--- src/logic/ps2_pkg.sv ---
`default_nettype none

package ps2_pkg;

        typedef logic [7:0]  scan_code_t;
        typedef logic [3:0]  key_idx_t;
        typedef logic [15:0] count_t;

        localparam int NUM_KEYS = 10;
        typedef logic [NUM_KEYS-1:0] key_map_t;

        // Receiver gives up on a frame after this many cycles without a clock edge
        localparam int RX_TIMEOUT = 4096;

        localparam scan_code_t PS2_BREAK = 8'hF0;

        // Player 1
        localparam scan_code_t KEY_E   = 8'h24;
        localparam scan_code_t KEY_W   = 8'h1D;
        localparam scan_code_t KEY_A   = 8'h1C;
        localparam scan_code_t KEY_S   = 8'h1B;
        localparam scan_code_t KEY_D   = 8'h23;
        // Player 2, keypad
        localparam scan_code_t KEY_KP7 = 8'h6C;
        localparam scan_code_t KEY_KP8 = 8'h75;
        localparam scan_code_t KEY_KP4 = 8'h6B;
        localparam scan_code_t KEY_KP5 = 8'h73;
        localparam scan_code_t KEY_KP6 = 8'h74;

        function automatic logic key_lookup(input scan_code_t code, output key_idx_t idx);
                logic hit;
                hit = 1'b1;
                idx = '0;
                case (code)
                        KEY_E:   idx = 4'd0;
                        KEY_W:   idx = 4'd1;
                        KEY_A:   idx = 4'd2;
                        KEY_S:   idx = 4'd3;
                        KEY_D:   idx = 4'd4;
                        KEY_KP7: idx = 4'd5;
                        KEY_KP8: idx = 4'd6;
                        KEY_KP4: idx = 4'd7;
                        KEY_KP5: idx = 4'd8;
                        KEY_KP6: idx = 4'd9;
                        default: hit = 1'b0;
                endcase
                return hit;
        endfunction

endpackage

`default_nettype wire

--- src/logic/bus_pkg.sv ---
`default_nettype none

package bus_pkg;

        typedef logic [3:0]  axi_addr_t;
        typedef logic [31:0] axi_data_t;
        typedef logic [1:0]  axi_resp_t;

        localparam axi_resp_t RESP_OKAY   = 2'b00;
        localparam axi_resp_t RESP_SLVERR = 2'b10;

        // Register map
        localparam axi_addr_t REG_KEYS        = 4'h0;
        localparam axi_addr_t REG_LAST_CODE   = 4'h4;
        localparam axi_addr_t REG_PRESS_COUNT = 4'h8;
        localparam axi_addr_t REG_ERR_COUNT   = 4'hC;

endpackage

`default_nettype wire

--- src/logic/key_status_if.sv ---
`timescale 1ns/1ps
`default_nettype none

interface key_status_if
        import ps2_pkg::*;
();
        // Decoded key event
        logic       evt_valid;
        key_idx_t   evt_idx;
        logic       evt_release;
        scan_code_t evt_code;

        // Key state and counter clears
        key_map_t   keys;
        scan_code_t last_code;
        count_t     press_count;
        count_t     err_count;
        logic       clr_press;
        logic       clr_err;

        modport event_src (output evt_valid, evt_idx, evt_release, evt_code);
        modport event_dst (input evt_valid, evt_idx, evt_release, evt_code);

        modport status_src (output keys, last_code, press_count, err_count,
                            input clr_press, clr_err);
        modport status_dst (input keys, last_code, press_count, err_count,
                            output clr_press, clr_err);
endinterface

`default_nettype wire

--- src/logic/ps2_frame_rx.sv ---
`timescale 1ns/1ps
`default_nettype none

module ps2_frame_rx
        import ps2_pkg::*;
#(
        parameter int SYNC_STAGES = 2
) (
        input  logic       clk,
        input  logic       rst_n,
        input  logic       ps2_clk,
        input  logic       ps2_data,
        output scan_code_t code,
        output logic       code_valid,
        output logic       frame_err
);

        typedef enum logic [1:0] {
                RX_IDLE,
                RX_DATA,
                RX_PARITY,
                RX_STOP
        } rx_state_t;

        rx_state_t state;
        logic [SYNC_STAGES-1:0] clk_sync;
        logic [SYNC_STAGES-1:0] data_sync;
        logic clk_prev;
        logic clk_s;
        logic data_s;
        logic fall;
        logic [2:0] bit_cnt;
        logic [$clog2(RX_TIMEOUT)-1:0] timer;
        logic start_bit;
        logic parity_bit;
        logic frame_ok;
        scan_code_t shift;

        assign clk_s  = clk_sync[SYNC_STAGES-1];
        assign data_s = data_sync[SYNC_STAGES-1];
        assign fall   = clk_prev & ~clk_s;
        assign code   = shift;

        // Start 0, stop 1 on the current line, odd parity
        assign frame_ok = ~start_bit & data_s & (^{shift, parity_bit});

        // Lines idle high, so the chains come out of reset at 1
        always_ff @(posedge clk) begin
                if (!rst_n) begin
                        clk_sync  <= '1;
                        data_sync <= '1;
                        clk_prev  <= 1'b1;
                end else begin
                        clk_sync  <= {clk_sync[SYNC_STAGES-2:0], ps2_clk};
                        data_sync <= {data_sync[SYNC_STAGES-2:0], ps2_data};
                        clk_prev  <= clk_s;
                end
        end

        always_ff @(posedge clk) begin
                if (!rst_n) begin
                        state      <= RX_IDLE;
                        bit_cnt    <= '0;
                        timer      <= '0;
                        start_bit  <= 1'b0;
                        parity_bit <= 1'b0;
                        shift      <= '0;
                        code_valid <= 1'b0;
                        frame_err  <= 1'b0;
                end else begin
                        code_valid <= 1'b0;
                        frame_err  <= 1'b0;
                        if (state == RX_IDLE || fall) begin
                                timer <= '0;
                        end else begin
                                timer <= timer + 1'b1;
                        end
                        if (fall) begin
                                case (state)
                                        RX_IDLE: begin
                                                start_bit <= data_s;
                                                bit_cnt   <= '0;
                                                state     <= RX_DATA;
                                        end
                                        RX_DATA: begin
                                                // LSB first
                                                shift   <= {data_s, shift[7:1]};
                                                bit_cnt <= bit_cnt + 1'b1;
                                                if (bit_cnt == 3'd7) begin
                                                        state <= RX_PARITY;
                                                end
                                        end
                                        RX_PARITY: begin
                                                parity_bit <= data_s;
                                                state      <= RX_STOP;
                                        end
                                        default: begin
                                                code_valid <= frame_ok;
                                                frame_err  <= ~frame_ok;
                                                state      <= RX_IDLE;
                                        end
                                endcase
                        end else if (state != RX_IDLE &&
                                     timer == $bits(timer)'(RX_TIMEOUT - 1)) begin
                                state <= RX_IDLE;
                        end
                end
        end

endmodule

`default_nettype wire

--- src/logic/scan_decode.sv ---
`timescale 1ns/1ps
`default_nettype none

module scan_decode
        import ps2_pkg::*;
(
        input  logic                   clk,
        input  logic                   rst_n,
        input  scan_code_t             code,
        input  logic                   code_valid,
        input  logic                   frame_err,
        key_status_if.event_src        evt,
        output logic                   err_pulse
);

        typedef enum logic {
                DEC_MAKE,
                DEC_AFTER_BREAK
        } dec_state_t;

        dec_state_t state;
        logic       lut_hit;
        key_idx_t   lut_idx;

        always_comb begin
                lut_hit = key_lookup(code, lut_idx);
        end

        // Errors go straight on so the counter moves one cycle after the frame
        assign err_pulse = frame_err;

        always_ff @(posedge clk) begin
                if (!rst_n) begin
                        state           <= DEC_MAKE;
                        evt.evt_valid   <= 1'b0;
                        evt.evt_idx     <= '0;
                        evt.evt_release <= 1'b0;
                        evt.evt_code    <= '0;
                end else begin
                        evt.evt_valid <= 1'b0;
                        if (frame_err) begin
                                state <= DEC_MAKE;
                        end else if (code_valid) begin
                                if (code == PS2_BREAK) begin
                                        state <= DEC_AFTER_BREAK;
                                end else begin
                                        state <= DEC_MAKE;
                                        if (lut_hit) begin
                                                evt.evt_valid   <= 1'b1;
                                                evt.evt_idx     <= lut_idx;
                                                evt.evt_release <= (state == DEC_AFTER_BREAK);
                                                evt.evt_code    <= code;
                                        end
                                end
                        end
                end
        end

endmodule

`default_nettype wire

--- src/logic/key_state.sv ---
`timescale 1ns/1ps
`default_nettype none

module key_state
        import ps2_pkg::*;
(
        input  logic              clk,
        input  logic              rst_n,
        key_status_if.event_dst   evt,
        input  logic              err_pulse,
        key_status_if.status_src  st
);

        key_map_t   keys;
        scan_code_t last_code;
        count_t     press_count;
        count_t     err_count;

        assign st.keys        = keys;
        assign st.last_code   = last_code;
        assign st.press_count = press_count;
        assign st.err_count   = err_count;

        always_ff @(posedge clk) begin
                if (!rst_n) begin
                        keys        <= '0;
                        last_code   <= '0;
                        press_count <= '0;
                        err_count   <= '0;
                end else begin
                        if (evt.evt_valid) begin
                                keys[evt.evt_idx] <= ~evt.evt_release;
                                // Only a 0 to 1 change counts, so typematic repeats fall out
                                if (!evt.evt_release && !keys[evt.evt_idx]) begin
                                        last_code <= evt.evt_code;
                                        if (press_count != '1) begin
                                                press_count <= press_count + 1'b1;
                                        end
                                end
                        end
                        if (err_pulse && err_count != '1) begin
                                err_count <= err_count + 1'b1;
                        end
                        // Clear beats increment
                        if (st.clr_press) begin
                                press_count <= '0;
                        end
                        if (st.clr_err) begin
                                err_count <= '0;
                        end
                end
        end

endmodule

`default_nettype wire

--- src/logic/key_axil_regs.sv ---
`timescale 1ns/1ps
`default_nettype none

module key_axil_regs
        import bus_pkg::*;
(
        input  logic              clk,
        input  logic              rst_n,
        input  axi_addr_t         awaddr,
        input  logic              awvalid,
        output logic              awready,
        input  axi_data_t         wdata,
        input  logic              wvalid,
        output logic              wready,
        output axi_resp_t         bresp,
        output logic              bvalid,
        input  logic              bready,
        input  axi_addr_t         araddr,
        input  logic              arvalid,
        output logic              arready,
        output axi_data_t         rdata,
        output axi_resp_t         rresp,
        output logic              rvalid,
        input  logic              rready,
        key_status_if.status_dst  st
);

        logic wr_accept;
        logic rd_accept;
        logic wr_known;

        assign arready   = ~rvalid;
        assign awready   = ~bvalid;
        assign wready    = ~bvalid;
        assign rd_accept = arvalid & arready;
        assign wr_accept = awvalid & wvalid & ~bvalid;

        // Only the two counters are writable and the data word is don't-care
        assign wr_known     = (awaddr == REG_PRESS_COUNT) || (awaddr == REG_ERR_COUNT);
        assign st.clr_press = wr_accept && (awaddr == REG_PRESS_COUNT);
        assign st.clr_err   = wr_accept && (awaddr == REG_ERR_COUNT);

        always_ff @(posedge clk) begin
                if (!rst_n) begin
                        rvalid <= 1'b0;
                end else if (rd_accept) begin
                        rvalid <= 1'b1;
                end else if (rready) begin
                        rvalid <= 1'b0;
                end
        end

        always_ff @(posedge clk) begin
                if (rd_accept) begin
                        rresp <= RESP_OKAY;
                        case (araddr)
                                REG_KEYS:        rdata <= axi_data_t'(st.keys);
                                REG_LAST_CODE:   rdata <= axi_data_t'(st.last_code);
                                REG_PRESS_COUNT: rdata <= axi_data_t'(st.press_count);
                                REG_ERR_COUNT:   rdata <= axi_data_t'(st.err_count);
                                default: begin
                                        rdata <= '0;
                                        rresp <= RESP_SLVERR;
                                end
                        endcase
                end
        end

        always_ff @(posedge clk) begin
                if (!rst_n) begin
                        bvalid <= 1'b0;
                end else if (wr_accept) begin
                        bvalid <= 1'b1;
                end else if (bready) begin
                        bvalid <= 1'b0;
                end
        end

        always_ff @(posedge clk) begin
                if (wr_accept) begin
                        bresp <= wr_known ? RESP_OKAY : RESP_SLVERR;
                end
        end

endmodule

`default_nettype wire

--- src/logic/ps2_keypad_top.sv ---
`timescale 1ns/1ps
`default_nettype none

module ps2_keypad_top
        import ps2_pkg::*;
        import bus_pkg::*;
#(
        parameter int SYNC_STAGES = 2
) (
        input  logic      clk,
        input  logic      rst_n,
        input  logic      ps2_clk,
        input  logic      ps2_data,
        input  axi_addr_t awaddr,
        input  logic      awvalid,
        output logic      awready,
        input  axi_data_t wdata,
        input  logic      wvalid,
        output logic      wready,
        output axi_resp_t bresp,
        output logic      bvalid,
        input  logic      bready,
        input  axi_addr_t araddr,
        input  logic      arvalid,
        output logic      arready,
        output axi_data_t rdata,
        output axi_resp_t rresp,
        output logic      rvalid,
        input  logic      rready
);

        scan_code_t code;
        logic       code_valid;
        logic       frame_err;
        logic       err_pulse;

        key_status_if status_if ();

        ps2_frame_rx #(
                .SYNC_STAGES (SYNC_STAGES)
        ) frame_rx_i (
                .clk        (clk),
                .rst_n      (rst_n),
                .ps2_clk    (ps2_clk),
                .ps2_data   (ps2_data),
                .code       (code),
                .code_valid (code_valid),
                .frame_err  (frame_err)
        );

        scan_decode decode_i (
                .clk        (clk),
                .rst_n      (rst_n),
                .code       (code),
                .code_valid (code_valid),
                .frame_err  (frame_err),
                .evt        (status_if),
                .err_pulse  (err_pulse)
        );

        key_state state_i (
                .clk       (clk),
                .rst_n     (rst_n),
                .evt       (status_if),
                .err_pulse (err_pulse),
                .st        (status_if)
        );

        key_axil_regs regs_i (
                .clk     (clk),
                .rst_n   (rst_n),
                .awaddr  (awaddr),
                .awvalid (awvalid),
                .awready (awready),
                .wdata   (wdata),
                .wvalid  (wvalid),
                .wready  (wready),
                .bresp   (bresp),
                .bvalid  (bvalid),
                .bready  (bready),
                .araddr  (araddr),
                .arvalid (arvalid),
                .arready (arready),
                .rdata   (rdata),
                .rresp   (rresp),
                .rvalid  (rvalid),
                .rready  (rready),
                .st      (status_if)
        );

endmodule

`default_nettype wire

--- config.mk ---
export PLATFORM = sky130hd
export DESIGN_NAME = ps2_keypad_top
export DESIGN_NICKNAME = d
export VERILOG_FILES = /design/src/logic/ps2_pkg.sv /design/src/logic/bus_pkg.sv /design/src/logic/key_status_if.sv /design/src/logic/ps2_frame_rx.sv /design/src/logic/scan_decode.sv /design/src/logic/key_state.sv /design/src/logic/key_axil_regs.sv /design/src/logic/ps2_keypad_top.sv
export SDC_FILE = /design/constraint.sdc
export NUM_CORES = 1
export LEC_CHECK = 0
export ABC_CLOCK_PERIOD_IN_PS = 2600
export BUFFER_PORTS_ARGS = -buffer_cell sky130_fd_sc_hd__buf_2
export CAP_MARGIN = 10
export CORE_MARGIN = 8
export CORE_UTILIZATION = 59
export CTS_BUF_LIST = sky130_fd_sc_hd__clkbuf_8
export DETAILED_ROUTE_END_ITERATION = 8
export MAX_ROUTING_LAYER = met4
export PLACE_DENSITY = 0.93
export SLEW_MARGIN = 10
export SYNTH_ARGS = -nofsm -noshare
export SYNTH_HDL_FRONTEND = slang
export SYNTH_SLANG_ARGS = --single-unit
--- constraint.sdc ---
create_clock -name clk -period 2.6 [get_ports clk]
set_input_delay 0.26 -clock clk [delete_from_list [all_inputs] [get_ports clk]]
set_output_delay 0.26 -clock clk [all_outputs]
set_load 0.02 [all_outputs]
==> results of run 1 <==
-- per-layer routing --
layer	GRT usage	part of all wire	wire, um	vias up
met3	0.0610	0.072	940	33
met1	0.229	0.41	5390	2249
met2	0.348	0.50	6540	199
met4	0.0942	0.019	251	0
li1	-	-	-	2328
met5	-	0	0	-
-- cell usage in the layout, fill, tap and decap left out, types with 15 or more instances in the layout --
| cell | count |
|---|---|
| a21boi_0 | 30 |
| nand2b_1 | 16 |
| a21oi_1 | 19 |
| nor2_1 | 46 |
| mux2i_1 | 15 |
| buf_2 | 39 |
| clkbuf_8 | 17 |
| dfxtp_1 | 101 |
| edfxtp_1 | 18 |
| o21ai_0 | 17 |
| conb_1 | 18 |
| nand2_1 | 83 |
| inv_1 | 23 |
-- final cells by class --
cell class	count	area share
multi-input cells	462	0.461
well taps	133	0.0255
inverters	22	0.0126
clock inverters	15	0.0316
flip-flops and latches	119	0.392
clock buffers	17	0.0358
repair buffers	48	0.0410
-- how the worst min path moves through the flow --
stage | startpoint | cells after the start | end
4_1_cts | arvalid | 2 | regs_i.rvalid
5_1_grt | arvalid | 2 | regs_i.rvalid
3_5_place_dp | frame_rx_i.clk_sync[0] | 1 | frame_rx_i.clk_sync[1]
6_report | arvalid | 2 | regs_i.rvalid
2_1_floorplan | ps2_clk | 1 | frame_rx_i.clk_sync[0]
3_3_place_gp | frame_rx_i.data_sync[0] | 1 | frame_rx_i.data_sync[1]
-- cells by family after synthesis --
family          share of synthesized area
flops                               0.437
mux                                0.0685
fa+ha+maj                          0.0171
xor+xnor                           0.0412
other cells                      0.000639
buf+inv                            0.0616
compound gates                      0.144
simple gates                        0.230
-- metrics by stage --
step / setup WS [ps] / util
global route: 60.3 / 0.671
CTS: 250 / 0.671
floorplan: 490 / -
finish: 230 / 0.671
detailed placement: 299 / 0.624
global placement: 411 / 0.624
-- registers in the layout, indices dropped and copies added (netlist names), 2 cells and up --
name / count
state_i.st.err_count: 16
decode_i.evt.evt_code: 8
decode_i.evt.evt_idx: 4
state_i.st.last_code: 8
frame_rx_i.bit_cnt: 3
state_i.st.press_count: 16
frame_rx_i.state: 2
frame_rx_i.clk_sync: 2
frame_rx_i.code: 8
state_i.st.keys: 10
frame_rx_i.data_sync: 2
frame_rx_i.timer: 12
regs_i.rdata: 16
-- power breakdown --
part	internal (mW)	switching, mW	leakage [nW]
Sequential	1.89	0.00886	0.992
Clock	1.05	0.788	0.221
Combinational	0.0525	0.119	1.03
Total	2.99	0.915	2.24
-- worst register-to-register path: cells and delay by family, from the launching register on --
| family | cells | cell delay (ps) |
|---|---|---|
| and+or+nand+nor | 2 | 340 |
| DFF | 1 | 540 |
| buffers and inverters | 1 | 280 |
| AOI/OAI and AO/OA | 3 | 1120 |
-- timing repair --
item | 4_1_cts | 5_1_grt
gates resized for setup | 0 | 1
hold buffers | 2 | 0
hold endpoints to repair | 2 | 0
setup buffers | 0 | 0
setup endpoints to repair | 0 | 1
==> results_dict.tcl, run 1 <==
set metrics [dict create \
    finalInstanceArea_um2 6530 \
    timing.critical_path.cells "nand2b_1, o22a_1, o21ai_2, buf_4, nand2_1, a21boi_0" \
    flow.area_growth_from_synthesis_pct 11.3 \
    run_status "finished clean" \
    postSynth.topFlopCell "dfxtp_1" \
    synth.largest_area_cell "dfxtp_1" \
    drt-total-wl_um 13100 \
    yosys.area.top_type_share 0.345 \
    multiInputGateArea_um2 3010 \
    critical_path.max_stage_delay_ps 620 \
    ff_latch_area_um2 2560 \
    critical_path_fanout_max 21 \
    yosysMostFrequentCell "dfxtp_1" \
    setup.worst_path.start_class "flop" \
    required_ps 2960 \
    cts.htree.levels 4 \
    final-hold-violation-count 0 \
    vias 4809 \
    clock_transition_at_the_registers_of_the_reported_paths_ps 70 \
    cp_num_buf_inv 1 \
    globalRouteTotalUtil 0.209 \
    setup.worst_path.end_class "flop" \
    synthDistinctLibCells 63 \
    holdCritPathClass "in -> reg" \
    placementRows 36 \
    seq_area_frac_synth 0.437 \
    drc 0 \
    critical_path_cell_count 6 \
    synth.cells.most_frequent "dfxtp_1 (101), nand2_1 (83), nor2_1 (46)" \
    worst_ir_drop_vdd_mv 0.569 \
    final-instance-count-excl-fill 816 \
    yosys_warnings 0 \
    synth_edf_count 18 \
    clk_latency_ps 450 \
    floorplan.core_area_um2 9730 \
    grt_overflow_total 0 \
    detailed_place.area_um2 6070 \
    fin_tns_setup_ps 0 \
    timing.critical_path.from "decode_i.evt.evt_idx[2]" \
    crit_path_top_delay_cell "o21ai_2" \
    crit_end "state_i.st.last_code[7]" \
    pin_count 90 \
    max_slew_margin 0.488 \
    netlist_area_um2 5870 \
    post_synth_inst_count 637 \
    drt_first_iter_violations 401 \
    crit-reg2reg-launch "decode_i.evt.evt_idx[2]" \
    power_leakage_nw 2.24 \
    cts_num_sinks 119 \
    synth.top_cells.by_area "dfxtp_1 (34%), edfxtp_1 (9.2%), nand2_1 (5.3%)" \
    worst_hold_slack_ps 61.2 \
    ctsLongestPathBuffers 2 \
    tightest_slew_ps 768 \
    syn_area_per_cell_um2 9.21 \
    grt_antenna_before_repair 0 \
    final_layout_size_suffix_gt1_frac 0.145 \
    post-layout-total-power_mw 3.90 \
    vias_per_cell 5.89 \
    avgRoutedWirePerCell_um 16.1 \
    finalClockSkew_ps 11.9 \
    n_fill_cell 727 \
    antenna_cells_inserted 0 \
    placed_cells_incl_taps 782 \
    synth_seq_cells 119 \
    final.min_clock_period_ps 2370 \
    r2r_end "state_i.st.last_code[7]" \
    tritoncts "built" \
    detail_route.first_pass.iterations 5 \
    p_per_area_nw_per_um2 598 \
    grt_max_degree 38 \
    cts.root.buffer_cell "clkbuf_8" \
    final.period_utilization 0.911 \
    r2r_setup_slack_ps 230 \
    post-dp-hpwl_um 8910 \
    num-nets-final 727 \
    port_buffers 39 \
    rr_worst_depth 6 \
    grt_first_pass_wirelength_um 21800 \
    drv_cap 0 \
    floorplan.initialDensity 0.603 \
    setup_viol 0 \
    cts_buffers 17 \
    max_clock_freq_mhz 422 \
    grt_pass1_vias 4813 \
    die_area_um2 13400 \
    critical_path_arrival_ps 2730 \
    slew_viol_final 0 \
    rsz0062_at_grt "false" \
    async_reset_ff_frac 0 \
    worst_path_dominant_cell_family "compound AO/OA/AOI/OAI gates" \
    detail-route-antenna-nets 0 \
    place.gp.congestion 0.908 \
    die_x_um 116 \
    die_y_um 116 \
    critical_path_class "reg -> reg" \
]
(Power assumes the default switching activity.)
==> inputs of run 2 (changes only) <==
--- a/config.mk
+++ b/config.mk
@@ -5,15 +5,15 @@
 export SDC_FILE = /design/constraint.sdc
 export NUM_CORES = 1
 export LEC_CHECK = 0
-export ABC_CLOCK_PERIOD_IN_PS = 2600
+export ABC_CLOCK_PERIOD_IN_PS = 2000
 export BUFFER_PORTS_ARGS = -buffer_cell sky130_fd_sc_hd__buf_2
 export CAP_MARGIN = 10
 export CORE_MARGIN = 8
-export CORE_UTILIZATION = 59
+export CORE_UTILIZATION = 53
 export CTS_BUF_LIST = sky130_fd_sc_hd__clkbuf_8
 export DETAILED_ROUTE_END_ITERATION = 8
 export MAX_ROUTING_LAYER = met4
-export PLACE_DENSITY = 0.93
+export PLACE_DENSITY = 0.89
 export SLEW_MARGIN = 10
 export SYNTH_ARGS = -nofsm -noshare
 export SYNTH_HDL_FRONTEND = slang
==> constraint.sdc (replaced) <==
create_clock -name clk -period 2 [get_ports clk]
set_input_delay 0.2 -clock clk [delete_from_list [all_inputs] [get_ports clk]]
set_output_delay 0.2 -clock clk [all_outputs]
set_load 0.02 [all_outputs]
==> run 2 against run 1 <==
The flow now finishes with violations (negative setup slack); wire length grew 24%; clock power grew 24%; global-route usage grew 0.24 points; cell count grew 5.8%; sequential power grew 30%.
==> results_dict.tcl, run 2 (synthesis gave the netlist of run 1 again) <==
set metrics [dict create \
    place.gp.congestion 0.939 \
    final-instance-count-excl-fill 863 \
    mostFrequentLayoutCell "dfxtp_1" \
    final.min_clock_period_ps 2300 \
    required_ps 2360 \
    run_status "complete, but fails checks" \
    power.sequential.fraction 0.495 \
    max_slew_margin 0.601 \
    final.period_utilization 1.15 \
    worst_path_dominant_cell_family "simple AND/OR/NAND/NOR gates" \
    finalClockSkew_ps 11.1 \
    die_x_um 121 \
    tritoncts "built" \
    die_y_um 121 \
    detail-route-antenna-nets 0 \
    vias_per_cell 6.24 \
    largestRegisters "regs_i.rdata: 16 flops, state_i.st.err_count: 16 flops, state_i.st.press_count: 16 flops" \
    fin_ws_ps -304 \
    met2RoutedLength_um 7960 \
    num-nets-final 767 \
    placed_cells_incl_taps 820 \
    grt_first_pass_wirelength_um 24700 \
    cts_buffers 17 \
    grt_max_degree 37 \
    port_buffers 39 \
    vias 5388 \
    violated_checks "negative setup slack" \
    placementRows 38 \
    floorplan.initialDensity 0.541 \
    holdCritPathClass "in -> reg" \
    floorplan.core_area_um2 10800 \
    p_int_mw 3.81 \
    worst_hold_slack_ps 30.7 \
    setup.worst_path.start_class "flop" \
    avgRoutedWirePerCell_um 18.9 \
    die_area_um2 14700 \
    met3_wire_length_um 1440 \
    worst_ir_drop_vdd_mv 0.897 \
    drt_first_iter_violations 761 \
    setup.worst_path.end_class "flop" \
    pin_count 90 \
    critical_path_arrival_ps 2660 \
    grt_pass1_vias 5294 \
    wl_met1_um 6150 \
    p_per_area_nw_per_um2 694 \
    critical_path_class "reg -> reg" \
    setup_viol 24 \
    drt-total-wl_um 16300 \
    detail_route.first_pass.iterations 8 \
    flow.area_growth_from_synthesis_pct 22.4 \
    cts_num_sinks 119 \
    clk_latency_ps 440 \
    post-dp-hpwl_um 9700 \
    postLayoutCoreUtil 0.663 \
    max_clock_freq_mhz 434 \
    tightest_slew_ps 592 \
    grt_antenna_before_repair 0 \
    switching_power_mw 1.17 \
    antenna_cells_inserted 0 \
    layout.cells.most_common_list "dfxtp_1 (99), nand2_1 (72), nor2_1 (45)" \
    crit_path_top_delay_cell "nor2_2" \
    cts.htree.levels 4 \
    drc 0 \
    clock_power_share 0.457 \
    cts.root.buffer_cell "clkbuf_8" \
    rsz0062_at_grt "true" \
    critical_path_fanout_max 10 \
    n_fill_cell 759 \
    timing.critical_path.cells "and4_1, nand3_1, nor2_2, o21ai_0, a21oi_1" \
    slew_viol_final 0 \
    comb_power_share 0.048 \
    clock_transition_at_the_registers_of_the_reported_paths_ps 70 \
    switching_share 0.235 \
    grt_overflow_total 0 \
    drv_cap 0 \
    critical_path.max_stage_delay_ps 600 \
    ctsLongestPathBuffers 2 \
    power_leakage_nw 2.58 \
    final_layout_size_suffix_gt1_frac 0.249 \
    cp_num_buf_inv 0 \
    globalRouteTotalUtil 0.212 \
    maxUsedRoutingLayer "met4" \
    final-hold-violation-count 0 \
    fin_tns_setup_ps -4110 \
]
## run 2: final cells by class
| cell class | count | area [um^2] | share of cell area |
|---|---|---|---|
| multi-input cells | 463 | 3280 | 0.457 |
| inverters | 22 | 82.6 | 0.0115 |
| flip-flops and latches | 119 | 2560 | 0.357 |
| repair buffers | 87 | 659 | 0.0918 |
| well taps | 140 | 175 | 0.0244 |
| clock inverters | 13 | 154 | 0.0214 |
| clock buffers | 19 | 262 | 0.0364 |
## run 2: worst register-to-register path, stage by stage, from the launching register on
cell and delay, ps:
dfxtp_1 550, and4_1 320, nand3_1 320, nor2_2 600, o21ai_0 220, a21oi_1 210
## run 2: final timing paths
path	to	slack, ps	cells past startpoint	startpoint
max	state_i.st.press_count[0]	-300	5	state_i.st.press_count[7]
max reg2reg	state_i.st.press_count[0]	-300	5	state_i.st.press_count[7]
min	regs_i.rvalid	30	3	rready
min reg2reg	frame_rx_i.data_sync[1]	410	1	frame_rx_i.data_sync[0]
## run 2: metrics by stage
stage | setup WS (ps) | cell area, um^2 | power [mW]
floorplan | 15.7 | 5930 | 2.70
detailed placement | -220 | 6340 | 2.74
finish | -304 | 7180 | 4.98
CTS | -170 | 6970 | 4.97
global placement | -128 | 6340 | 2.73
global route | -353 | 7180 | 5.13
## run 2: timing repair
action,CTS,global route
hold endpoints to repair,3,0
pin swaps,14,16
resized for setup,27,53
setup buffers,5,1
gates cloned,2,0
hold buffers,3,0
endpoints found under the setup margin,24,37
## run 2: routing by layer
| layer | track usage | vias up |
|---|---|---|
| li1 | - | 2381 |
| met1 | 0.231 | 2527 |
| met2 | 0.345 | 377 |
| met3 | 0.0517 | 103 |
| met4 | 0.126 | 0 |
| met5 | - | - |
## run 2: power groups by stage
stage	Combinational [mW]	Clock (mW)	Sequential [mW]
finish	0.237	2.28	2.47
floorplan	0.156	0	2.55
detailed placement	0.224	0	2.52
global placement	0.217	0	2.52
CTS	0.231	2.27	2.47
global route	0.255	2.40	2.47
==> inputs of run 3 (changes only) <==
--- a/config.mk
+++ b/config.mk
@@ -8,7 +8,6 @@
 export ABC_CLOCK_PERIOD_IN_PS = 2000
 export BUFFER_PORTS_ARGS = -buffer_cell sky130_fd_sc_hd__buf_2
 export CAP_MARGIN = 10
-export CORE_MARGIN = 8
 export CORE_UTILIZATION = 53
 export CTS_BUF_LIST = sky130_fd_sc_hd__clkbuf_8
 export DETAILED_ROUTE_END_ITERATION = 8
==> run 3 against run 2 <==
The flow still finishes with violations (negative setup slack); power is 4.4% higher; combinational power decreased by 2%; global-route usage is 5.0 points higher; sequential power about the same; clock power increased by 10%; clock-buffer cell count shrank 2; die area decreased by 22%; via count fell by 4.0%; core utilization is 0.90 points lower.
==> results_dict.tcl, run 3 (synthesis gave the netlist of run 1 again) <==
set metrics [dict create \
    final.period_utilization 1.14 \
    tritoncts "built" \
    post-dp-hpwl_um 9090 \
    required_ps 2350 \
    mostFrequentLayoutCell "dfxtp_1" \
    die_x_um 107 \
    final_layout_size_suffix_gt1_frac 0.227 \
    grt_pass1_vias 4923 \
    cts.htree.levels 4 \
    crit_path_top_delay_cell "mux4_2" \
    timing.critical_path.cells "mux4_2, a221oi_4, o21ai_4, buf_12, or4_1, a21oi_1" \
    critical_path.max_stage_delay_ps 530 \
    vias_per_cell 6.01 \
    setup.worst_path.end_class "flop" \
    grt_overflow_total 0 \
    n_fill_cell 773 \
    largestRegisters "regs_i.rdata: 16 flops, state_i.st.err_count: 16 flops, state_i.st.press_count: 16 flops" \
    p_per_area_nw_per_um2 738 \
    final.min_clock_period_ps 2270 \
    pin_count 90 \
    post-layout-total-power_mw 5.20 \
    flow.area_growth_from_synthesis_pct 20.2 \
    vias 5175 \
    rsz0062_at_grt "true" \
    drc 0 \
    critical_path_arrival_ps 2620 \
    power_leakage_nw 2.51 \
    max_clock_freq_mhz 440 \
    critical_path_fanout_max 8 \
    setup_viol 24 \
    tightest_slew_ps 583 \
    placementRows 38 \
    drv_cap 0 \
    drt-total-wl_um 14400 \
    layout.cells.most_common_list "dfxtp_1 (99), nand2_1 (79), nor2_1 (45)" \
    slew_viol_final 0 \
    num-nets-final 765 \
    detail-route-antenna-nets 0 \
    grt_antenna_before_repair 0 \
    run_status "complete, but fails checks" \
    worst_hold_slack_ps 44.8 \
    grt_first_pass_wirelength_um 22900 \
    clk_latency_ps 430 \
    finalClockSkew_ps 11.3 \
    globalRouteTotalUtil 0.262 \
    ctsLongestPathBuffers 2 \
    critical_path_class "reg -> reg" \
    grt_max_degree 36 \
    drt_first_iter_violations 546 \
    holdCritPathClass "in -> reg" \
    final-hold-violation-count 0 \
    cts_buffers 17 \
    floorplan.initialDensity 0.543 \
    postLayoutCoreUtil 0.653 \
    max_slew_margin 0.601 \
    violated_checks "negative setup slack" \
    fin_ws_ps -272 \
    detail_route.first_pass.iterations 6 \
    setup.worst_path.start_class "flop" \
    cp_num_buf_inv 1 \
    cts.root.buffer_cell "clkbuf_8" \
    die_area_um2 11500 \
    worst_path_dominant_cell_family "compound AO/OA/AOI/OAI gates" \
    cts_num_sinks 119 \
    floorplan.core_area_um2 10800 \
    worst_ir_drop_vdd_mv 0.547 \
    die_y_um 107 \
    clock_transition_at_the_registers_of_the_reported_paths_ps 80 \
    fin_tns_setup_ps -2710 \
    antenna_cells_inserted 0 \
    port_buffers 39 \
    place.gp.congestion 0.910 \
    avgRoutedWirePerCell_um 16.8 \
]
## run 3: cell types whose count changed in the layout (fill, tap and decap cells not counted), moves of 3 or more
cell	delta
clkinv_4	+5
a21oi_1	+3
a21oi_2	-3
nand2_4	-5
nand2_1	+7
clkinvlp_4	-4
## run 3: layer usage
metal | routed length (um) | global-route usage
met5 | 0 | -
met1 | 5590 | 0.291
met3 | 1130 | 0.0498
met2 | 7120 | 0.440
met4 | 597 | 0.153
## run 3: power by group
part / switching, mW / internal [mW]
combinational: 0.156 / 0.0753
sequential: 0.0116 / 2.45
clock: 1.02 / 1.49
## run 3: timing repair
action | CTS | global route
pin swaps | 22 | 8
endpoints found under the hold margin | 3 | 0
setup buffers | 1 | 1
hold buffers | 3 | 0
resized for setup | 35 | 16
endpoints found under the setup margin | 28 | 39
gates cloned | 1 | 0
## run 3: metrics by stage
step / std cells / cell area (um^2) / setup slack [ps]
finish: 861 / 7050 / -272
global route: 861 / 7050 / -307
CTS: 860 / 6990 / -170
detailed placement: 823 / 6360 / -138
global placement: 823 / 6360 / -104
floorplan: 654 / 5930 / 15.7
## run 3: final timing paths
kind / start / to / slack, ps / cells after the start
worst max-delay path: decode_i.evt.evt_idx[0] / state_i.st.press_count[8] / -270 / 6
worst min-delay path: rready / regs_i.rvalid / 40 / 3
worst max register to register: decode_i.evt.evt_idx[0] / state_i.st.press_count[8] / -270 / 6
worst min register to register: frame_rx_i.data_sync[0] / frame_rx_i.data_sync[1] / 410 / 1
## run 3: layout make-up
cell class / count / area [um^2] / area share
multi-input cells: 463 / 3170 / 0.449
flip-flops and latches: 119 / 2560 / 0.364
repair buffers: 85 / 603 / 0.0855
clock buffers: 17 / 234 / 0.0332
clock inverters: 15 / 228 / 0.0323
well taps: 140 / 175 / 0.0248
inverters: 22 / 82.6 / 0.0117
## run 3: worst min-delay path: stages
cell     delay [ps]
buf_2            90
nand2_1          50
o211a_1         100
